--- config.mk ---
export PLATFORM = sky130hd
export DESIGN_NAME = lru_dirty_table
export DESIGN_NICKNAME = d
export VERILOG_FILES = /design/src/design/cache_pkg.sv /design/src/design/lru_dirty_table.sv
export VERILOG_INCLUDE_DIRS = /design/src /design/src/design
export SDC_FILE = /design/constraint.sdc
export NUM_CORES = 1
export LEC_CHECK = 0
export BUFFER_PORTS_ARGS = -buffer_cell sky130_fd_sc_hd__buf_4
export CAP_MARGIN = 20
export CORE_ASPECT_RATIO = 0.6
export CORE_UTILIZATION = 63
export DETAILED_ROUTE_END_ITERATION = 10
export PLACE_DENSITY = 0.89
export SKIP_CTS_REPAIR_TIMING = 1
export SYNTH_ARGS = -nofsm -noshare
export SYNTH_HDL_FRONTEND = slang
export SYNTH_SLANG_ARGS = --single-unit
--- constraint.sdc ---
create_clock -name clk -period 3.25 [get_ports clk]
set_input_delay 0.65 -clock clk [delete_from_list [all_inputs] [get_ports clk]]
set_output_delay 0.65 -clock clk [all_outputs]
set_load 0.005 [all_outputs]
--- src/design/dcache_config.svh ---
`ifndef DCACHE_CONFIG_SVH
`define DCACHE_CONFIG_SVH

// byte address width
`define DC_ADDR_W 32

// 64 sets per way
`define DC_INDEX_W 6

// 16 words in a 64-byte line
`define DC_WORD_OFF_W 4

// two ways, the structure depends on it
`define DC_WAYS 2

`endif

--- src/design/cache_pkg.sv ---
`default_nettype none

`include "dcache_config.svh"

package cache_pkg;

    typedef logic [`DC_ADDR_W-1:0] addr_t;

    typedef logic [`DC_INDEX_W-1:0] index_t;

    // tag is everything above index and line offset
    typedef logic [`DC_ADDR_W-`DC_INDEX_W-`DC_WORD_OFF_W-3:0] tag_t;

    // one full line, 32 bits per word
    typedef logic [(32 << `DC_WORD_OFF_W)-1:0] line_t;

    typedef struct packed {
        logic valid;
        tag_t tag;
    } tagv_t;

    typedef logic [$clog2(`DC_WAYS)-1:0] way_t;

endpackage

`default_nettype wire

--- src/design/lru_dirty_table.sv ---
`default_nettype none

`include "dcache_config.svh"

module lru_dirty_table (
    input  wire                    clk,
    input  wire                    rstn,
    input  wire cache_pkg::index_t i_index,
    input  wire                    i_touch,
    input  wire cache_pkg::way_t   i_touch_way,
    input  wire                    i_dirty_we,
    input  wire cache_pkg::way_t   i_dirty_way,
    input  wire                    i_dirty_val,
    output cache_pkg::way_t        o_victim,
    output logic                   o_victim_dirty
);

    localparam int SETS = 1 << `DC_INDEX_W;

    // way used last in each set
    logic [SETS-1:0]                lru;
    logic [SETS-1:0][`DC_WAYS-1:0]  dirty;

    always_ff @(posedge clk) begin
        if (!rstn) begin
            lru   <= '0;
            dirty <= '0;
        end else begin
            if (i_touch) begin
                lru[i_index] <= i_touch_way;
            end
            if (i_dirty_we) begin
                dirty[i_index][i_dirty_way] <= i_dirty_val;
            end
        end
    end

    // the other way is the least recently used one
    assign o_victim       = cache_pkg::way_t'(~lru[i_index]);
    assign o_victim_dirty = dirty[i_index][o_victim];

    // with two ways only an unknown way number falls outside the table
    a_way_range: assert property (@(posedge clk) disable iff (!rstn)
        (!i_touch || !$isunknown(i_touch_way)) &&
        (!i_dirty_we || !$isunknown(i_dirty_way)));

endmodule

`default_nettype wire

==> impl_results.md <==
* Post-synth top area share at between 40% and 50%
* Critical path's slowest cell: mux4_2
* FF-to-FF Start: lru[44]
* Startpoint Class: input pin
* Crit path capture type: output port
* Stages on worst setup path at 8
* Wire per inst at 25.6 µm
* Net Sw Power at around 0.0014 W
* DRC at 0
* IO Pins at 15
* Die area at 15700 µm²
* Reg2reg setup slack at 2.31 ns
* CP dominant cell by count: buf_4
* Largest net degree at the start of global routing at 82
* Synth Register Bits at 192
* Unrepaired setup endpoints after global routing: true
* Critical path class: in -> out
* Synth top cells by count: o21ai_0, nand3_1, a21boi_0, dfxtp_1, clkbuf_1
* ANT nets after route at 0
* First-iteration detailed-routing DRC count at 2254
* Leakage power at roughly 3.4 nW
* Outcome: complete, but fails checks
* Hold crit path type: reg -> reg
* Vias in the first global route at 9091
* Core ar. at 14600 µm²
* Register share of total power at a little under half
* Critical Path Fanout Max at 8
* Final Max Slew Viols at 0
* Worst Tran Pin Value at around 0.96 ns
* FF-to-FF path depth at 2
* Final Hold Fails at 0
* Latest clock arrival within the worst-skew pair at 0.43 ns
* Worst R2R End: lru[44]
* GR Overflow Total at 0
* Largest stage delay, worst path at about 0.50 ns
* TritonCTS Buffers at 17
* Failing checks: setup timing
* Die Y at about 97 µm
* Number of enable flip-flop cells after synthesis at 0
* Mapped Cells at approximately 1100
* Post-synth cell types at 46
* CP startpoint: i_index[1]
* Final Setup Violations at 1
* Crit path buf inv count at 3
* MaxCap Viol Count at 0
* Final hold slack at around 0.5 ns
* Syn nets at 1146
* Count leader, synth: o21ai_0
* Power Internal at between 0.003 and 0.004 W
* Relative slew slack at a little over a third
* CP cell instances: buf_12 -> buf_4 -> mux4_2 -> mux2i_1 -> o2111ai_4 -> nor4_4 -> mux2i_2 -> buf_4
* Die X-Extent at about 160 µm
* Sequential share of the synthesized area at between 40% and 50%
* Routed WL at around 34 mm
* Cell taking the most area after synthesis: dfxtp_1
* Critical path endpoint: o_victim_dirty
* Initial Utilization at between 60% and 70%
* Fillers at roughly 1000
* PortBufs at 14
* Vias at ~10000
* CTS tree: done
* Crit path time final at 3.35 ns
* Fin crit share at 103%
* Largest cells by area after synthesis: dfxtp_1, a21boi_0, o21ai_0
* Sink Count at 192
* H-tree Lvls at 4
* Yosys warns at 0
* Storage element area at about 3800 µm²
* Top FF cell, synth: dfxtp_1
* Nets at 1132
* Switching Fraction at between 20 and 30%
* Gate power share at between 10% and 20%
* WP data required at 2.60 ns
* Worst endpoint data arrival time at around 2.7 ns
* Detailed Place HPWL at 21.5 mm
* Achievable frequency at approximately 300 MHz
* Power Total at 0.00512 W
* First-pass GRT wire length at between 50 and 60 mm
* Post-synthesis async set-or-reset flop share at 0%
* Share of layout cells above drive strength 1 at roughly 14%
* VDD IR max at 309 µV
* Clock share of power at between 40% and 50%
* Avg Synthesized Cell Area at 8.42 µm²
* Worst Clk Skew at 0 ns
* Power per cell area at around 470 nW/µm²
* Clock slew at reported path FFs at 0.08 ns
* Multi-input gate area in the final layout at 5280 µm²
* Crit path max-delay family: multiplexers
* Overall routing resource usage at between 40% and 50%
* Root Driver: clkbuf_16
* # diodes at 0
* Mapped cell area at 9540 µm²
* Total iterations of the first detailed-routing run at 6
* Rows at 34
* Vias/cell at approximately 7.5
* Gpl congestion at slightly below 1
* Clock buffer depth at 2
* Final worst setup slack at -0.0966 ns
* Synthesis-to-finish area growth at 12.9%
* Antenna violations before repair at 0
## placed cells by master (no fill, tap or decap), drive strengths merged, types with 2 or more instances in the layout
cell and count:
o21ai 198, buf 85, a22o 5, nand4 2, nand3b 6, clkinv 7, a21oi 5, o22a 2
a211oi 2, and3 9, nor2 31, nand2b 3, o221ai 2, nand3 195, o22ai 14, mux4 14
dfxtp 192, inv 7, nor2b 5, a31oi 3, nor4 2, clkbuf 18, mux2i 17, or2 3
a221oi 47, a22oi 2, bufinv 2, and2 9, mux2 2, nand2 40, a21boi 192
## logic make-up after synthesis
kind of cell           count (synthesis)  synth area share (%)
AO/OA/AOI/OAI                        476                  32.7
buffers and inverters                121                  5.29
flip-flops                           192                  40.3
multiplexers                          33                  5.44
AND/OR/NAND/NOR                      311                  16.3
## state kept, by name (all words and copies together) (netlist names)
register / count
lru: 64
dirty: 128
## layer usage
layer | up-vias | routed length (µm) | GRT usage, %
li1 | 4179 | - | -
met1 | 4626 | 12900 | 60.6
met2 | 960 | 13400 | 56.8
met3 | 201 | 6160 | 15.6
met4 | 0 | 1600 | 17.9
met5 | - | 0 | 0
## through the flow
step                cell area, µm²  setup slack [ns]  util [%]  std cells  setup TNS [ns]
global route                 10800            -0.129      73.6       1330          -0.142
CTS                          10600            -0.326      72.5       1327          -0.366
floorplan                     9540             0.278         -       1133               0
detailed placement            9980            -0.324      68.2       1295          -0.375
global placement              9980            -0.224      68.2       1295          -0.224
finish                       10800           -0.0966      73.6       1330         -0.0966
## area by class of cell
| type | instances | share of cell area [%] |
|---|---|---|
| Clock buffer | 17 | 3.95 |
| Multi-Input combinational cell | 820 | 49.0 |
| Clock inverter | 15 | 1.86 |
| Inverter | 2 | 0.0697 |
| Sequential cell | 192 | 35.7 |
| Timing Repair Buffer | 86 | 7.11 |
| Tap cell | 198 | 2.30 |
## worst min-delay path by stage
stage	from	to	slack, ns	depth (start not counted)
floorplan	lru[2]	lru[2]	0.45	2
CTS	lru[61]	lru[61]	0.48	2
detailed placement	lru[61]	lru[61]	0.47	2
finish	lru[20]	lru[20]	0.49	2
global placement	lru[63]	lru[63]	0.46	2
global route	dirty[21]	dirty[21]	0.50	2
## worst register-to-register path, cell delays in order (launching register included)
cell,delay (ns)
dfxtp_1,0.34
o21ai_0,0.18
a21boi_0,0.32
## power groups by stage
stage	clock network, W	logic, W	registers, W
5_1_grt	0.00231	0.000539	0.00236
2_1_floorplan	0	0.000284	0.00241
3_3_place_gp	0	0.000464	0.00242
4_1_cts	0.00221	0.000472	0.00236
3_5_place_dp	0	0.000470	0.00242
6_report	0.00222	0.000536	0.00236
(Power assumes the default switching activity.)
