===== src/design/dcache_config.svh =====
`ifndef DCACHE_CONFIG_SVH
`define DCACHE_CONFIG_SVH

// byte address width
`define DC_ADDR_W 32

// 64 sets per way
`define DC_INDEX_W 6

// 16 words in a 64-byte line
`define DC_WORD_OFF_W 4

// two ways, the structure depends on it
`define DC_WAYS 2

`endif


===== src/design/access_pkg.sv =====
`default_nettype none

package access_pkg;

    typedef logic [31:0] word_t;

    // access width, address must be aligned to it
    typedef enum logic [1:0] {
        BYTE = 2'd0,
        HALF = 2'd1,
        WORD = 2'd2
    } size_e;

    typedef enum logic {
        LOAD  = 1'b0,
        STORE = 1'b1
    } op_e;

endpackage

`default_nettype wire


===== src/design/cache_pkg.sv =====
`default_nettype none

`include "dcache_config.svh"

package cache_pkg;

    typedef logic [`DC_ADDR_W-1:0] addr_t;

    typedef logic [`DC_INDEX_W-1:0] index_t;

    // tag is everything above index and line offset
    typedef logic [`DC_ADDR_W-`DC_INDEX_W-`DC_WORD_OFF_W-3:0] tag_t;

    // one full line, 32 bits per word
    typedef logic [(32 << `DC_WORD_OFF_W)-1:0] line_t;

    typedef struct packed {
        logic valid;
        tag_t tag;
    } tagv_t;

    typedef logic [$clog2(`DC_WAYS)-1:0] way_t;

endpackage

`default_nettype wire


===== src/design/line_access.sv =====
`default_nettype none

`include "dcache_config.svh"

module line_access (
    input  wire cache_pkg::line_t   i_line,
    input  wire cache_pkg::addr_t   i_addr,
    input  wire access_pkg::size_e  i_size,
    input  wire                     i_signed,
    input  wire access_pkg::word_t  i_wdata,
    output access_pkg::word_t       o_load,
    output cache_pkg::line_t        o_merged
);

    logic [`DC_WORD_OFF_W-1:0] word_off;
    access_pkg::word_t         sel_word;
    access_pkg::word_t         lane_data;
    logic [7:0]                byte_val;
    logic [15:0]               half_val;
    logic [3:0]                lanes;

    assign word_off = i_addr[`DC_WORD_OFF_W+1:2];
    assign sel_word = i_line[{word_off, 5'b0} +: 32];
    assign byte_val = sel_word[{i_addr[1:0], 3'b0} +: 8];
    assign half_val = sel_word[{i_addr[1], 4'b0} +: 16];

    always_comb begin
        case (i_size)
            access_pkg::BYTE: o_load = {{24{byte_val[7] & i_signed}}, byte_val};
            access_pkg::HALF: o_load = {{16{half_val[15] & i_signed}}, half_val};
            default:          o_load = sel_word;
        endcase
    end

    // byte lanes of the store, data replicated onto them
    always_comb begin
        case (i_size)
            access_pkg::BYTE: begin
                lanes     = 4'b0001 << i_addr[1:0];
                lane_data = {4{i_wdata[7:0]}};
            end
            access_pkg::HALF: begin
                lanes     = 4'b0011 << {i_addr[1], 1'b0};
                lane_data = {2{i_wdata[15:0]}};
            end
            default: begin
                lanes     = 4'b1111;
                lane_data = i_wdata;
            end
        endcase
    end

    always_comb begin
        o_merged = i_line;
        for (int b = 0; b < 4; b++) begin
            if (lanes[b]) begin
                o_merged[{word_off, 5'b0} + 8 * b +: 8] = lane_data[8 * b +: 8];
            end
        end
    end

endmodule

`default_nettype wire


===== config.mk =====
export PLATFORM = sky130hd
export DESIGN_NAME = line_access
export DESIGN_NICKNAME = d
export VERILOG_FILES = /design/src/design/access_pkg.sv /design/src/design/cache_pkg.sv /design/src/design/line_access.sv
export VERILOG_INCLUDE_DIRS = /design/src /design/src/design
export SDC_FILE = /design/constraint.sdc
export NUM_CORES = 1
export LEC_CHECK = 0
export BUFFER_PORTS_ARGS = -buffer_cell sky130_fd_sc_hd__buf_2
export CORE_AREA = 5 5 435 437
export DETAILED_ROUTE_END_ITERATION = 10
export DIE_AREA = 0 0 440 442
export RECOVER_POWER = 25
export SLEW_MARGIN = 10
export SYNTH_ARGS = -nofsm -noshare
export SYNTH_HDL_FRONTEND = slang
export SYNTH_SLANG_ARGS = --single-unit

===== constraint.sdc =====
create_clock -name vclk -period 6.25
set_clock_uncertainty 0.2 [all_clocks]
set_input_delay 1.875 -clock vclk [all_inputs]
set_output_delay 1.875 -clock vclk [all_outputs]
set_load 0.005 [all_outputs]

==> flow_summary.toml, run 1 <==
[run_status]
status = "complete, but fails checks"
violations = "negative setup slack"

[cells_and_area]
fill_cells = 21689
n_clock_buffer = 0
nets = 3573
stdcell_area_um2 = 24000
seq_cells = 0
areaGrowthSynthToFinish_pct = 107
multiInputGateArea_um2 = 11200
drive_above_1_share = 0.608
stdcell_count = 5542
regArea_um2 = 0

[placement]
post_dp_cell_area_um2 = 23200
io_buffers = 1097
placed_cells = 5445
place.gp.congestion = 1.00
hpwl_um = 223000

[global_route]
grt_util_met3 = 0.111
antenna_found_initial = 153
grt-ovfl-total = 0
globalRouteMet1Util = 0.254
grt_pass1_vias = 21815
grt_max_degree = 29
grt.busiest_layer = "met2"
grtUsageTotal = 0.237
grtUsageMet2 = 0.393
grt_pass1_wl_um = 292000

[floorplan]
die_area_um2 = 194000
dieWidth_um = 440
num_rows = 158
dieHeight_um = 442
start_util = 0.0627
core_um2 = 185000
num_io_pins = 1123

[power]
pwr-share-comb = 1.000
switchingPower_uw = 1520
pwr-share-seq = 0
power_switching_share = 0.632
power.leakage_uw = 0.0110
p_int_uw = 884
ir_drop_uv = 32.5
powerDensity_nw_per_um2 = 100
power_frac_clock = 0

[drt]
wl_um = 243000
drc = 0
via_per_inst = 4.02
firstDrtPassIters = 6
ant_nets = 0
wl_per_cell_um = 43.9
drtIter0Drc = 2622
vias = 22289

[sta]
tightest_slew_ns = 0.674
period_share = 1.00
finalSetupTns_ns = -0.0702
hold_violations = 0
slew_violations = 0
setup_ws_ns = -0.0272
layout_min_cycle_time_ns = 6.28
rsz0062_at_grt = "yes"
final-setup-viol-count = 5
fmax_mhz = 159
slew_headroom = 0.550

[min_path]
holdCritPathClass = "primary input to primary output"
hold_depth = 4
worstHoldStart = "i_line[269]"
hold_end = "o_merged[269]"

[critical_path]
worstSetupPathType = "primary input to primary output"
crit_path_cell_trace = "buf_2 -> buf_12 -> inv_1 -> o21ai_0 -> clkbuf_2 -> nand3_1 -> clkbuf_2 -> o21ai_0 -> buf_2"
slowest_stage = "o21ai_0"
cp-end-kind = "primary output"
critPathTopFamily = "buffers and inverters"
arrival_ns = 4.20
startpoint_type = "primary input"
cp.buffers_inverters = 6
crit_required_ns = 4.18
max_stage_delay_ns = 0.58
crit_fanout = 16

[logic_synthesis]
syn_nets = 2216
synth_cells = 1631
synth_cell_types = 42
syn_avg_cell_area_um2 = 7.10
yosys_warnings = 0
syn_area_um2 = 11600
seq_area_frac_synth = 0

[clock_network]
ctsHoldBuffers = 0

[flow_run]
drv_cap = 0
-- logic make-up after synthesis --
kind of cell / share of synthesized area
simple gates: 0.252
mux: 0.501
compound gates: 0.181
buf+inv: 0.0589
fa+ha+maj: 0.00648
xor+xnor: 0.000756
-- worst max-delay path by stage --
stage,start,to,slack (ns),cells after the start
final,i_size[1],o_merged[382],-0.03,9
after global routing,i_addr[2],o_load[8],-0.11,12
after CTS,i_addr[2],o_load[14],-0.04,8
after floorplan,i_addr[2],o_merged[384],0.04,11
after detailed placement,i_addr[2],o_load[10],-0.48,12
after global placement,i_addr[2],o_merged[446],-0.48,11
-- power by group through the flow --
stage          clock network (µW)  logic (µW)  registers, µW
6_report                  0.00147        2400              0
5_1_grt                   0.00128        2480              0
4_1_cts                         0        2370              0
3_5_place_dp                    0        2310              0
3_3_place_gp                    0        2320              0
2_1_floorplan                   0         662              0
-- layout make-up --
class                           instances  share of cell area
Antenna cell                           76             0.00792
Inverter                                5            0.000781
Multi-Input combinational cell       1491               0.468
Tap cell                             2480               0.129
Timing Repair Buffer                 1490               0.394
-- tightest hold or removal path: stages --
cell and delay (ns):
buf_2 0.09, nand2_1 0.04, o21ai_0 0.05, buf_2 0.11
-- cells in the mapped netlist (all sizes together) (7+ instances only) --
cell | number | area, µm²
clkbuf | 74 | 278
a22oi | 17 | 128
nand3 | 51 | 255
mux2i | 69 | 691
nand2b | 11 | 68.8
and2 | 18 | 113
mux4 | 127 | 2860
and3 | 13 | 81.3
a221oi | 14 | 123
nor2 | 77 | 292
buf | 61 | 385
o211ai | 7 | 57.6
nand4 | 16 | 100
o21ai | 327 | 1640
nor2b | 8 | 50.1
mux2 | 200 | 2250
nand2 | 500 | 1880
-- timing repair --
| item | in CTS | in global routing |
|---|---|---|
| pin swaps | 4 | 2 |
| resized for setup | 62 | 64 |
| buffers inserted | 13 | 4 |
| endpoints found under the setup margin | 94 | 47 |
| cloned | 3 | 1 |
-- per-stage QoR --
stage	setup slack [ns]	hold slack, ns	total power [µW]	util
2_1_floorplan	0.0373	3.64	662	-
3_3_place_gp	-0.481	3.84	2320	0.126
3_5_place_dp	-0.475	3.84	2310	0.126
4_1_cts	-0.0416	3.84	2370	0.128
5_1_grt	-0.113	3.87	2480	0.130
6_report	-0.0272	3.84	2400	0.130
-- layer usage --
layer  routed length [µm]  share of wire
met4                14400          0.059
met3                30200           0.12
met5                  227        0.00093
met2               113000           0.47
met1                85200           0.35
-- layout by cell type (no fill, tap or decap), drive strengths merged --
cell type	Yosys	layout
o21a	1	1
nand4	16	16
a221oi	14	14
nor3	5	5
a21oi	3	3
a22oi	17	17
or2	1	1
nor3b	2	2
inv	5	5
nand3	51	51
clkbuf	74	93
ha	6	6
a32oi	2	2
o211ai	7	7
mux2	200	200
mux2i	69	69
mux4	127	127
nor2b	8	8
and2	18	18
diode	0	76
a31oi	1	1
nor2	77	77
nand2	500	500
o221ai	5	5
buf	61	1397
o2111ai	5	5
nand3b	2	2
xnor2	1	1
nand2b	11	11
and3	13	13
o21ai	327	327
nor4b	2	2
No activity file was read; power rests on OpenSTA's default activity.
==> run 2, diff against run 1 <==
--- a/config.mk
+++ b/config.mk
@@ -10,7 +10,7 @@
 export CORE_AREA = 5 5 435 437
 export DETAILED_ROUTE_END_ITERATION = 10
 export DIE_AREA = 0 0 440 442
-export RECOVER_POWER = 25
+export RECOVER_POWER = 50
 export SLEW_MARGIN = 10
 export SYNTH_ARGS = -nofsm -noshare
 export SYNTH_HDL_FRONTEND = slang
==> run 2 against run 1 <==
  * The flow still finishes with violations (negative setup slack)
  * Design area shrank 0.35%
  * Global-route usage is the same
  * Combinational power is essentially flat
  * Routed wire length is essentially flat
  * Fmax shrank 0.75%
  * Setup slack lost 0.048 ns
  * Utilization is essentially flat
  * Critical endpoint is now o_merged[206]
==> flow_summary.toml, run 2 (synthesis results as in run 1) <==
[cells_and_area]
seq_cells = 0
fill_cells = 21712
drive_above_1_share = 0.595
fin_util = 0.130
stdcell_count = 5552
layout_common_cells = "buf_2 (943), nand2_1 (499), o21ai_0 (299)"
nets = 3573
n_clock_buffer = 0
final_common_cell = "buf_2"
areaGrowthSynthToFinish_pct = 107
regArea_um2 = 0

[floorplan]
num_io_pins = 1123
dieHeight_um = 442
dieWidth_um = 440
start_util = 0.0627
num_rows = 158
die_area_um2 = 194000
core_um2 = 185000

[sta]
slew_violations = 0
fmax_mhz = 158
rsz0062_at_grt = "yes"
tightest_slew_ns = 0.854
period_share = 1.01
setup_ws_ns = -0.0748
hold_violations = 0
layout_min_cycle_time_ns = 6.32
slew_headroom = 0.429
final-setup-viol-count = 11

[drt]
ant_nets = 0
drtIter0Drc = 2598
drc = 0
wl_per_cell_um = 43.9
vias = 22438
firstDrtPassIters = 6
via_per_inst = 4.04
wl_um = 244000

[placement]
place_ws_ns = -0.475
hpwl_um = 223000
place.gp.congestion = 1.00
placed_cells = 5445
io_buffers = 1097

[power]
powerDensity_nw_per_um2 = 100
power.leakage_uw = 0.0109
ir_drop_uv = 32.6

[critical_path]
slowest_stage = "or2_1"
crit_fanout = 10
worstSetupPathType = "primary input to primary output"
crit_path_cell_trace = "buf_2 -> or2_1 -> nand2_1 -> nand2_1 -> nand2_1 -> o21ai_0 -> clkbuf_1"
crit_required_ns = 4.18
arrival_ns = 4.25
crit_top_cell = "nand2_1"
cp-end-kind = "primary output"
max_stage_delay_ns = 0.72
startpoint_type = "primary input"

[min_path]
hold_end = "o_merged[269]"
hold_depth = 4
worstHoldStart = "i_line[269]"
holdCritPathClass = "primary input to primary output"

[run_status]
violations = "negative setup slack"
status = "complete, but fails checks"

[global_route]
grt_util_met3 = 0.111
grtUsageMet2 = 0.393
grt.busiest_layer = "met2"
grt_pass1_wl_um = 292000
grt-ovfl-total = 0
globalRouteMet1Util = 0.254
grtUsageTotal = 0.237
grt_max_degree = 29
antenna_found_initial = 153
grt_pass1_vias = 21815

[flow_run]
drv_cap = 0
## run 2: cell types whose count changed in the layout (fill, tap and decap cells not counted), moves of 2 or more
cell      delta
buf_12       -2
buf_2       -55
buf_4       -19
clkbuf_1    +34
clkbuf_2    +37
clkbuf_4     +4
diode_2     +10
mux2_1       +2
mux2_2       -2
## run 2: final cells by class
cell class,instances,area [µm²],area share
repair buffers,1490,9380,0.392
inverters,5,18.8,0.000784
diodes,86,215,0.00899
multi-input cells,1491,11200,0.469
well taps,2480,3100,0.130
## run 2: worst max-delay path by stage
stage,startpoint,endpoint,cells after the start
global placement,i_addr[2],o_merged[446],11
finish,i_size[0],o_merged[206],7
floorplan,i_addr[2],o_merged[384],11
CTS,i_addr[2],o_load[14],8
detailed placement,i_addr[2],o_load[10],12
global route,i_addr[2],o_load[15],14
## run 2: what timing repair did
item,CTS,global route
cloned,3,1
hold buffers,0,0
setup buffers,13,4
pin swaps,4,2
gates resized for setup,62,64
endpoints found under the setup margin,94,47
endpoints found under the hold margin,0,0
## run 2: routing by layer
layer,part of all wire,vias up
li1,-,8866
met1,0.35,11336
met2,0.47,1766
met3,0.12,440
met4,0.059,30
met5,0.00081,-
## run 2: worst max-delay path, delay by kind of cell
| kind | cells | cell delay (ns) |
|---|---|---|
| AND/OR/NAND/NOR | 4 | 1.44 |
| buffers and inverters | 2 | 0.64 |
| AO/OA/AOI/OAI | 1 | 0.28 |
## run 2: report_power, final
part | internal, µW | switching [µW] | total, µW
Clock | 0.00167 | 0 | 0.00167
Sequential | 0 | 0 | 0
Combinational | 876 | 1520 | 2400
Total | 876 | 1520 | 2400
## run 2: through the flow
stage          setup TNS [ns]  area, µm²  total power [µW]  hold WS, ns
2_1_floorplan               0      11600               662         3.64
3_3_place_gp           -11.34      23200              2320         3.84
3_5_place_dp           -11.72      23200              2310         3.84
4_1_cts               -0.0659      23700              2370         3.84
5_1_grt                 -4.69      23900              2470         3.87
6_report               -0.259      23900              2400         3.84
