<file path="config.mk">
export PLATFORM = sky130hd
export DESIGN_NAME = writeback_unit
export DESIGN_NICKNAME = d
export VERILOG_FILES = /design/src/design/cache_pkg.sv /design/src/design/writeback_unit.sv
export VERILOG_INCLUDE_DIRS = /design/src /design/src/design
export SDC_FILE = /design/constraint.sdc
export NUM_CORES = 1
export LEC_CHECK = 0
export ABC_AREA = 1
export BUFFER_PORTS_ARGS = -buffer_cell sky130_fd_sc_hd__buf_2
export CORE_AREA = 4 4 420 422
export CTS_BUF_LIST = sky130_fd_sc_hd__clkbuf_16
export CTS_CLUSTER_DIAMETER = 120
export DETAILED_ROUTE_END_ITERATION = 8
export DIE_AREA = 0 0 424 426
export HOLD_SLACK_MARGIN = 0.08
export PLACE_DENSITY_LB_ADDON = 0.12
export SYNTH_ARGS = -nofsm -noshare
export SYNTH_HDL_FRONTEND = slang
export SYNTH_SLANG_ARGS = --single-unit
</file>
<file path="constraint.sdc">
create_clock -name clk -period 31.8 [get_ports clk]
set_input_delay 1.59 -clock clk [delete_from_list [all_inputs] [get_ports clk]]
set_output_delay 1.59 -clock clk [all_outputs]
set_load 0.01 [all_outputs]
</file>
<file path="src/design/dcache_config.svh">
`ifndef DCACHE_CONFIG_SVH
`define DCACHE_CONFIG_SVH

// byte address width
`define DC_ADDR_W 32

// 64 sets per way
`define DC_INDEX_W 6

// 16 words in a 64-byte line
`define DC_WORD_OFF_W 4

// two ways, the structure depends on it
`define DC_WAYS 2

`endif

</file>
<file path="src/design/cache_pkg.sv">
`default_nettype none

`include "dcache_config.svh"

package cache_pkg;

    typedef logic [`DC_ADDR_W-1:0] addr_t;

    typedef logic [`DC_INDEX_W-1:0] index_t;

    // tag is everything above index and line offset
    typedef logic [`DC_ADDR_W-`DC_INDEX_W-`DC_WORD_OFF_W-3:0] tag_t;

    // one full line, 32 bits per word
    typedef logic [(32 << `DC_WORD_OFF_W)-1:0] line_t;

    typedef struct packed {
        logic valid;
        tag_t tag;
    } tagv_t;

    typedef logic [$clog2(`DC_WAYS)-1:0] way_t;

endpackage

`default_nettype wire

</file>
<file path="src/design/writeback_unit.sv">
`default_nettype none

module writeback_unit (
    input  wire                   clk,
    input  wire                   rstn,
    input  wire                   i_start,
    input  wire                   i_victim_valid,
    input  wire                   i_victim_dirty,
    input  wire cache_pkg::line_t i_victim_line,
    input  wire cache_pkg::addr_t i_victim_addr,
    input  wire                   i_ack,
    output logic                  o_done,
    output logic                  o_mem_wvalid,
    input  wire                   i_mem_wready,
    output cache_pkg::addr_t      o_mem_waddr,
    output cache_pkg::line_t      o_mem_wdata
);

    typedef enum logic [1:0] {INIT, WRITE, FINISH} wstate_e;

    wstate_e          state, next_state;
    cache_pkg::line_t wbuf;
    cache_pkg::addr_t wbuf_addr;

    always_ff @(posedge clk) begin
        if (!rstn) begin
            state <= INIT;
        end else begin
            state <= next_state;
        end
    end

    // victim captured at start, the RAM may change afterwards
    always_ff @(posedge clk) begin
        if (state == INIT && i_start) begin
            wbuf      <= i_victim_line;
            wbuf_addr <= i_victim_addr;
        end
    end

    always_comb begin
        next_state = state;
        case (state)
            INIT: begin
                if (i_start) begin
                    // clean or empty victims skip the write
                    next_state = (i_victim_valid && i_victim_dirty) ? WRITE : FINISH;
                end
            end
            WRITE: begin
                if (i_mem_wready) begin
                    next_state = FINISH;
                end
            end
            FINISH: begin
                if (i_ack) begin
                    next_state = INIT;
                end
            end
            default: next_state = INIT;
        endcase
    end

    assign o_mem_wvalid = (state == WRITE);
    assign o_done       = (state == FINISH);
    assign o_mem_waddr  = wbuf_addr;
    assign o_mem_wdata  = wbuf;

    a_write_hold: assert property (@(posedge clk) disable iff (!rstn)
        o_mem_wvalid && !i_mem_wready |=>
        o_mem_wvalid && $stable(o_mem_waddr) && $stable(o_mem_wdata));

endmodule

`default_nettype wire

</file>
==> results of run 1 <==
metrics by stage:
| step | hold slack (ps) | power, mW |
|---|---|---|
| floorplan | 509.4 | 1.100 |
| global placement | 558.1 | 1.189 |
| detailed placement | 560.0 | 1.189 |
| CTS | 565.5 | 2.056 |
| global route | 593.4 | 2.096 |
| finish | 565.7 | 1.996 |
Yosys cell counts:
cell | number | area share [%]
inv_1 | 5 | 0.11
dfxtp_1 | 2 | 0.24
edfxtp_1 | 544 | 99
nand3_1 | 2 | 0.061
a21oi_1 | 1 | 0.030
nand3b_2 | 1 | 0.068
o21ai_0 | 1 | 0.030
nor2_1 | 7 | 0.16
nand2_1 | 4 | 0.091
nand3_2 | 1 | 0.061
sequential cells by signal, summed over array words and instances, names as in the netlist:
register / cells
state: 2
o_mem_wdata: 512
o_mem_waddr: 32
worst paths after layout:
kind / endpoint / from / slack (ps) / cells past startpoint
worst max register to register: o_mem_wdata[435] / state[0] / 27520 / 6
worst min-delay path: state[1] / state[1] / 570 / 2
worst max-delay path: o_mem_wdata[237] / i_start / 27070 / 6
worst min register to register: state[1] / state[1] / 570 / 2
where the power goes:
part	switching, mW	leakage [nW]	internal (mW)
registers	0.0275	5.19	0.900
logic	0.161	4.42	0.0751
clock network	0.340	1.23	0.493
layer usage:
metal	vias up	wire [um]	part of all wire, %	global-route usage (%)
met2	624	48520	52	17.49
met4	10	2564	2.7	2.689
li1	4708	-	-	-
met1	5577	34330	37	10.71
met5	-	62	0.066	0
met3	191	7779	8.3	3.877
cells by family after synthesis:
logic type,count (synthesis),synth area share [%]
AND/OR/NAND/NOR,15,0.4404
buffers and inverters,5,0.1139
flip-flops,546,99.38
AO/OA/AOI/OAI,2,0.06069
final cells by class:
| type | instances | share of cell area [%] |
|---|---|---|
| multi-input cells | 17 | 0.3289 |
| diodes | 19 | 0.1736 |
| clock inverters | 53 | 1.613 |
| well taps | 2325 | 10.62 |
| flip-flops and latches | 546 | 59.79 |
| inverters | 5 | 0.06852 |
| repair buffers | 1102 | 20.28 |
| clock buffers | 78 | 7.126 |
worst register-to-register path, delay by kind of cell, from the launching register on:
family                 cells  cell delay [ps]
buffers and inverters      4             2510
AND/OR/NAND/NOR            2              970
flip-flops                 1              350
==> run summary, run 1 <==
Post-Route Setup TNS = 0 ps
crit path kind = in2reg
Post-CTS Hold Buffers = 0
RSZ-0062 raised after global routing = false
# fillers = 19280
synth warn = 0
final instance area = 0.02739 mm2
CTS Root Cell = clkbuf_16
Finished Layout Cells = 4145
Initial Utilization = 9.521%
clk_skew = 18.52 ps
clk_lat worst skew = 660 ps
input/output buffers = 1096
wire per inst = 22.50 um
Post-DP Area = 0.02495 mm2
CP Buf/Inv Count = 5
final hold vios = 0
crit-path most repeated cell = buf_4
crit path DAT = 5020 ps
vias in the first global route = 11880
final setup fails = 0
overall die area = 0.1806 mm2
multi-input logic area = 90.09 um2
sequential area share after synthesis = 99.38%
commonest non-fill, non-tap cells in the layout = buf_2, edfxtp_1, clkbuf_16
worst-path maximum fanout = 66
Post-Place Cells = 3995
Slew Limit Fails = 0
CTS HTree Levels = 3
1st-pass router iterations = 5
Crit path largest cell delay = 820 ps
fraction of final layout cells sized beyond drive strength 1 = 67.18%
Die Wd = 424 um
synth-to-layout area growth = 66.23%
DRT iter0 DRCs = 668
slowest CP cell = buf_4
CTS Buffer Depth = 3
initial antenna violation count = 70
cell count after synthesis = 568
GRT overflow = 0
via count = 11110
worst vdd ir = 0.03859 mV
Synthesized Nets = 1119
slack of the critical path = 27070 ps
Hold Path Class = reg2reg
Final Util = 15.83%
syn avg cell area = 29.01 um2
cts repair resizes = 0
CP Capture Type = register
number of buffers created by CTS = 75
synthesis-stage register bit count = 546
relative slew slack = 22.37%
Top delay family on crit path = buffers and inverters
Final nets = 2298
required time worst endpoint = 32090 ps
Max Cap Viol = 0
min cycle time layout = 4732 ps
CP Cell Sequence = buf_2 -> inv_1 -> nor2_4 -> buf_4 -> buf_4 -> buf_4
IO Pins = 1097
Post-CTS Repair Setup Buffers = 0
Max Fclk = 211.3 MHz
Power Density = 72.89 mW/mm2
startpoint class of the critical path = input port
CTS tree = done
Tcrit/Tclk final = 14.88%
flip-flop and latch area = 0.01638 mm2
clock sinks = 546
vias per cell = 2.680
area of the mapped netlist = 0.01648 mm2
GP Congestion = 0.9032
Die Span Y = 426 um
Residual DRC = 0
Netlist cell types = 10
Routed WL = 93.26 mm
global-route wire length before repair = 117.1 mm
most common cell after layout, fill and taps aside = buf_2
pin count of the biggest net entering global routing = 141
CTS clk-pin slew, worst paths = 50 ps
Worst Tran Pin Value = 1164 ps
DP HPWL = 76.63 mm
Pleak = 10.84 nW
row count = 153
gr usage total = 9.789%
total core area = 0.1731 mm2
status = finished clean
dpl ws = 26300 ps
post-route ant nets = 0
No activity file was read; power rests on OpenSTA's default activity.
==> run 2: changes to the inputs <==
--- a/config.mk
+++ b/config.mk
@@ -8,11 +8,11 @@
 export LEC_CHECK = 0
 export ABC_AREA = 1
 export BUFFER_PORTS_ARGS = -buffer_cell sky130_fd_sc_hd__buf_2
-export CORE_AREA = 4 4 420 422
+export CORE_AREA = 4 4 422 424
 export CTS_BUF_LIST = sky130_fd_sc_hd__clkbuf_16
 export CTS_CLUSTER_DIAMETER = 120
 export DETAILED_ROUTE_END_ITERATION = 8
-export DIE_AREA = 0 0 424 426
+export DIE_AREA = 0 0 426 428
 export HOLD_SLACK_MARGIN = 0.08
 export PLACE_DENSITY_LB_ADDON = 0.12
 export SYNTH_ARGS = -nofsm -noshare
==> constraint.sdc (replaced) <==
create_clock -name clk -period 4.1 [get_ports clk]
set_input_delay 0.205 -clock clk [delete_from_list [all_inputs] [get_ports clk]]
set_output_delay 0.205 -clock clk [all_outputs]
set_load 0.01 [all_outputs]
==> run summary, run 2 (synthesis gave the netlist of run 1 again) <==
row count = 153
capturing point of the worst reg2reg path = o_mem_wdata[144]
Final nets = 2858
vias in the first global route = 14610
status = finished clean
post-route ant nets = 0
required time worst endpoint = 4400 ps
final setup fails = 0
R2R Setup Slk = 1870 ps
CTS Buffer Depth = 3
final hold vios = 0
via count = 13060
Slew Limit Fails = 0
startpoint class of the critical path = register
crit path DAT = 2530 ps
commonest non-fill, non-tap cells in the layout = buf_2, dlygate4sd3_1, edfxtp_1
overall die area = 0.1823 mm2
Pwr Total = 16.11 mW
Worst Tran Pin Value = 971.5 ps
CTS HTree Levels = 3
number of buffers created by CTS = 76
Tcrit/Tclk final = 54.39%
r2r startpoint = state[0]
min cycle time layout = 2230 ps
max FFs per register = 512
global-route wire length before repair = 124.2 mm
dpl ws = 1720 ps
wire per inst = 20.05 um
Max Fclk = 448.4 MHz
Hold EP = o_mem_wdata[163]
gr usage total = 9.949%
CTS clk-pin slew, worst paths = 60 ps
Initial Utilization = 9.479%
Worst Hold Launch = i_victim_line[163]
GRT overflow = 0
Die Wd = 426 um
CTS tree = done
total core area = 0.1738 mm2
worst-path maximum fanout = 45
DP HPWL = 76.43 mm
Pleak = 13.20 nW
crit path kind = reg2reg
RSZ-0062 raised after global routing = false
fraction of final layout cells sized beyond drive strength 1 = 51.73%
Routed WL = 94.24 mm
slack of the critical path = 1870 ps
relative slew slack = 35.24%
clock sinks = 546
initial antenna violation count = 41
pin count of the biggest net entering global routing = 108
Max Cap Viol = 0
worst vdd ir = 0.3191 mV
Hold Path Class = in2reg
vias per cell = 2.778
IO Pins = 1097
input/output buffers = 1096
R2R depth = 5
final instance area = 0.03303 mm2
GP Congestion = 0.9172
clk_lat worst skew = 690 ps
# fillers = 19160
1st-pass router iterations = 4
Cells on Worst Hold Path = 2
most common cell after layout, fill and taps aside = buf_2
Power Density = 487.7 mW/mm2
Post-CTS Repair Setup Buffers = 0
DRT iter0 DRCs = 551
Residual DRC = 0
CTS Root Cell = clkbuf_16
CP Capture Type = register
clk_skew = 21.72 ps
Post-DP Area = 0.02503 mm2
Die Span Y = 428 um
synth-to-layout area growth = 100.4%
-- run 2: changes by cell type in the layout (fill, tap and decap cells not counted), sizes merged, moves of 2 or more --
cell	delta
buf	+9
clkinvlp	+2
inv	-4
diode	-11
clkinv	+8
dlygate4sd3	+550
-- run 2: final cells by class --
cell class	instances	area (um2)	area share (%)
inverters	5	18.77	0.05683
diodes	8	20.02	0.06062
multi-input cells	17	92.59	0.2803
well taps	2325	2909	8.808
clock buffers	77	1927	5.834
flip-flops and latches	546	16380	49.59
repair buffers	1661	11140	33.73
clock inverters	60	541.8	1.640
-- run 2: worst max-delay path by stage --
| stage | startpoint | endpoint | slack, ps | depth (start not counted) |
|---|---|---|---|---|
| 3_3_place_gp | state[1] | o_mem_wdata[123] | 1700 | 5 |
| 3_5_place_dp | state[0] | o_mem_wdata[144] | 1720 | 5 |
| 2_1_floorplan | state[1] | o_mem_waddr[0] | -4850 | 3 |
| 5_1_grt | state[0] | o_mem_wdata[144] | 1650 | 5 |
| 6_report | state[0] | o_mem_wdata[144] | 1870 | 5 |
| 4_1_cts | state[0] | o_mem_wdata[250] | 1720 | 5 |
-- run 2: per-layer routing --
layer  up-vias  wire (um)  GRT usage [%]
met1      6439      34990          10.77
li1       5823          -              -
met3       159       7339          3.454
met5         -         29              0
met2       628      48730          17.77
met4         6       3158          3.707
-- run 2: power by group --
| group | switching [mW] | internal [mW] | leakage, nW |
|---|---|---|---|
| Sequential | 0.207 | 6.97 | 5.19 |
| Combinational | 1.37 | 0.960 | 6.77 |
| Clock | 2.72 | 3.87 | 1.24 |
| Total | 4.30 | 11.8 | 13.2 |
-- run 2: per-stage QoR --
| step | utilization (%) | hold slack, ps | cells | TNS, ps |
|---|---|---|---|---|
| 2_1_floorplan | - | 303.9 | 568 | -2637300 |
| 6_report | 19.00 | 231.6 | 4699 | 0 |
| 3_3_place_gp | 14.40 | 381.2 | 4004 | 0 |
| 3_5_place_dp | 14.40 | 383.1 | 4004 | 0 |
| 5_1_grt | 19.00 | 133.2 | 4696 | 0 |
| 4_1_cts | 18.99 | 115.4 | 4691 | 0 |
-- run 2: worst max-delay path, stage by stage (launching register included) --
cell	delay (ps)
dfxtp_1	350
nor2_2	140
inv_2	70
nor2_4	370
buf_4	340
buf_4	540
-- run 2: repair_timing --
item / CTS / global route
gates resized for setup: 0 / 0
hold buffers: 550 / 0
hold endpoints to repair: 546 / 0
==> run 3: changes to the inputs <==
==> constraint.sdc (replaced) <==
create_clock -name clk -period 1.9 [get_ports clk]
set_input_delay 0.095 -clock clk [delete_from_list [all_inputs] [get_ports clk]]
set_output_delay 0.095 -clock clk [all_outputs]
set_load 0.01 [all_outputs]
==> run summary, run 3 <==
most common cell in the netlist = edfxtp_1
asr flop ratio synth = 0%
GP Congestion = 0.8695
Die Span Y = 428 um
syn avg cell area = 29.01 um2
Synthesized Nets = 1119
IO Pins = 1097
dpl ws = 110.5 ps
DP HPWL = 78.15 mm
Synth Area in Simple Gates = 0.4404%
Die Wd = 426 um
area share of the largest cell type after synthesis = 99.14%
mux share of post-synthesis cell area = 0%
Post-Synth XOR/XNOR Area = 0%
status = stopped before the end
Post-CTS Repair Setup Buffers = 0
number of buffers created by CTS = 76
EDFF count, synth = 544
Post-CTS Hold Buffers = 833
area of the mapped netlist = 0.01648 mm2
CTS Buffer Depth = 3
Area contributors post-synth = edfxtp_1, dfxtp_1, nor2_1
stage reached = clock tree synthesis (4_1_cts)
Post-Synth Adder-Cell Area = 0%
Stop Error = [ERROR RSZ-0060] Max buffer count reached.
cts repair resizes = 0
clock sinks = 546
Netlist cell types = 10
sequential area share after synthesis = 99.38%
Initial Utilization = 9.479%
Synth Area in Compound Gates = 0.06075%
row count = 153
CTS Root Cell = clkbuf_16
synth warn = 0
ys flop type = edfxtp_1
commonest cells in the netlist = edfxtp_1, nor2_1, inv_1
cell count after synthesis = 568
input/output buffers = 1096
synthesis-stage register bit count = 546
largest family of logic cells by synthesized area = simple AND/OR/NAND/NOR gates
CTS HTree Levels = 3
cell taking the most area after synthesis = edfxtp_1
## run 3: cell counts after synthesis
Identical to the previous run, type by type.
## run 3: cell families after synthesis
kind of cell,after synthesis
DFF,546
AOI/OAI and AO/OA,2
buffers and inverters,5
and+or+nand+nor,15
## run 3: metrics by stage
| step | TNS (ps) | util [%] | area, um2 | cells | hold WS [ps] |
|---|---|---|---|---|---|
| floorplan | -3834100 | - | 16490 | 568 | 193.9 |
| detailed placement | 0 | 14.56 | 25300 | 4020 | 273.1 |
| global placement | 0 | 14.56 | 25300 | 4020 | 271.7 |
==> run 4: changes to the inputs <==
--- a/config.mk
+++ b/config.mk
@@ -8,13 +8,10 @@
 export LEC_CHECK = 0
 export ABC_AREA = 1
 export BUFFER_PORTS_ARGS = -buffer_cell sky130_fd_sc_hd__buf_2
-export CORE_AREA = 4 4 422 424
-export CTS_BUF_LIST = sky130_fd_sc_hd__clkbuf_16
-export CTS_CLUSTER_DIAMETER = 120
+export CORE_AREA = 4 4 423 425
 export DETAILED_ROUTE_END_ITERATION = 8
-export DIE_AREA = 0 0 426 428
-export HOLD_SLACK_MARGIN = 0.08
-export PLACE_DENSITY_LB_ADDON = 0.12
+export DIE_AREA = 0 0 427 429
+export PLACE_DENSITY_LB_ADDON = 0.15
 export SYNTH_ARGS = -nofsm -noshare
 export SYNTH_HDL_FRONTEND = slang
 export SYNTH_SLANG_ARGS = --single-unit
==> constraint.sdc (replaced) <==
create_clock -name clk -period 2.5 [get_ports clk]
set_input_delay 0.125 -clock clk [delete_from_list [all_inputs] [get_ports clk]]
set_output_delay 0.125 -clock clk [all_outputs]
set_load 0.01 [all_outputs]
==> run summary, run 4 (synthesis gave the netlist of run 1 again) <==
total core area = 0.1753 mm2
Slew Limit Fails = 0
Max Cap Viol = 0
Tcrit/Tclk final = 81.33%
Initial Utilization = 9.397%
clk_lat worst skew = 670 ps
pin count of the biggest net entering global routing = 89
Die Wd = 427 um
clk_skew = 31.44 ps
Hold Slack = 163.0 ps
clock sinks = 546
gr usage total = 11.67%
input/output buffers = 1096
row count = 154
status = finished clean
max FFs per register = 512
# fillers = 19170
overall die area = 0.1832 mm2
worst-path maximum fanout = 4
vias per cell = 2.886
CTS HTree Levels = 3
Pwr Total = 26.48 mW
Die Span Y = 429 um
Max Fclk = 491.8 MHz
RSZ-0062 raised after global routing = false
wire per inst = 23.55 um
CTS clk-pin slew, worst paths = 60 ps
CTS Root Cell = clkbuf_16
Routed WL = 110.7 mm
Hold Path Class = in2reg
relative slew slack = 62.44%
cts repair resizes = 0
GRT overflow = 0
CTS Buffer Depth = 3
DRT iter0 DRCs = 734
Power Density = 802.5 mW/mm2
worst vdd ir = 0.4759 mV
number of buffers created by CTS = 75
required time worst endpoint = 3060 ps
Final nets = 2856
final hold vios = 0
1st-pass router iterations = 4
GP Congestion = 0.9452
Worst Tran Pin Value = 563.4 ps
global-route wire length before repair = 142.4 mm
synth-to-layout area growth = 100.3%
Post-CTS Repair Setup Buffers = 0
crit path kind = reg2reg
CP Capture Type = register
initial antenna violation count = 81
DP HPWL = 92.25 mm
CTS tree = done
Residual DRC = 0
crit path DAT = 2590 ps
slack of the critical path = 466.7 ps
via count = 13570
fraction of final layout cells sized beyond drive strength 1 = 51.78%
startpoint class of the critical path = register
most common cell after layout, fill and taps aside = buf_2
vias in the first global route = 14800
final setup fails = 0
Pleak = 13.11 nW
dpl ws = 593.5 ps
commonest non-fill, non-tap cells in the layout = buf_2, dlygate4sd3_1, edfxtp_1
min cycle time layout = 2033 ps
post-route ant nets = 0
IO Pins = 1097
## run 4: worst paths after layout
path	startpoint	end	slack, ps	depth (start not counted)
worst max register to register	state[1]	state[0]	470	8
worst min register to register	state[1]	o_mem_wdata[35]	910	4
worst max-delay path	state[1]	state[0]	470	8
worst min-delay path	i_victim_addr[9]	o_mem_waddr[9]	160	2
## run 4: per-stage QoR
stage | setup TNS (ps) | cells | cell area (um2) | utilization, %
after floorplan | -3507700 | 568 | 16490 | -
after global placement | 0 | 4018 | 25110 | 14.32
after detailed placement | 0 | 4018 | 25110 | 14.32
after CTS | 0 | 4696 | 32980 | 18.81
after global routing | 0 | 4699 | 32990 | 18.81
final | 0 | 4702 | 33000 | 18.82
## run 4: repair_timing
| action | CTS | global route |
|---|---|---|
| endpoints found under the setup margin | 0 | 0 |
| hold endpoints to repair | 547 | 0 |
| hold buffers | 550 | 0 |
## run 4: cell type report
type / count / area [um2] / share of cell area, %
Multi-Input combinational cell: 17 / 92.59 / 0.2806
Antenna cell: 6 / 15.01 / 0.04550
Inverter: 5 / 18.77 / 0.05688
Timing Repair Buffer: 1660 / 11200 / 33.93
Tap cell: 2340 / 2928 / 8.873
Clock inverter: 42 / 431.7 / 1.308
Sequential cell: 546 / 16380 / 49.63
Clock buffer: 86 / 1939 / 5.877
## run 4: layer usage
metal  share of wire (%)  vias to the layer above  global-route usage (%)  wire length (um)
met5                   0                        -                       0                 0
met4                 2.6                        0                   2.736              2839
met3                 7.6                      192                   3.735              8455
met2                  49                      704                   20.03             54710
met1                  40                     6861                   14.13             44710
li1                    -                     5811                       -                 -
## run 4: where the power goes
group          leakage [nW]  switching (mW)  internal, mW
combinational          6.78            2.30          1.60
sequential             5.19           0.536          11.4
clock                  1.14            4.33          6.27
total                  13.1            7.17          19.3
## run 4: worst max-delay path, stage by stage (launching register included)
cell and delay [ps]:
dfxtp_2 340, nor2_2 160, nand2_1 110, nand3_2 100, nand2_1 50, nand2_1 50
dlygate4sd3_1 550, nor2_1 40, dlygate4sd3_1 540
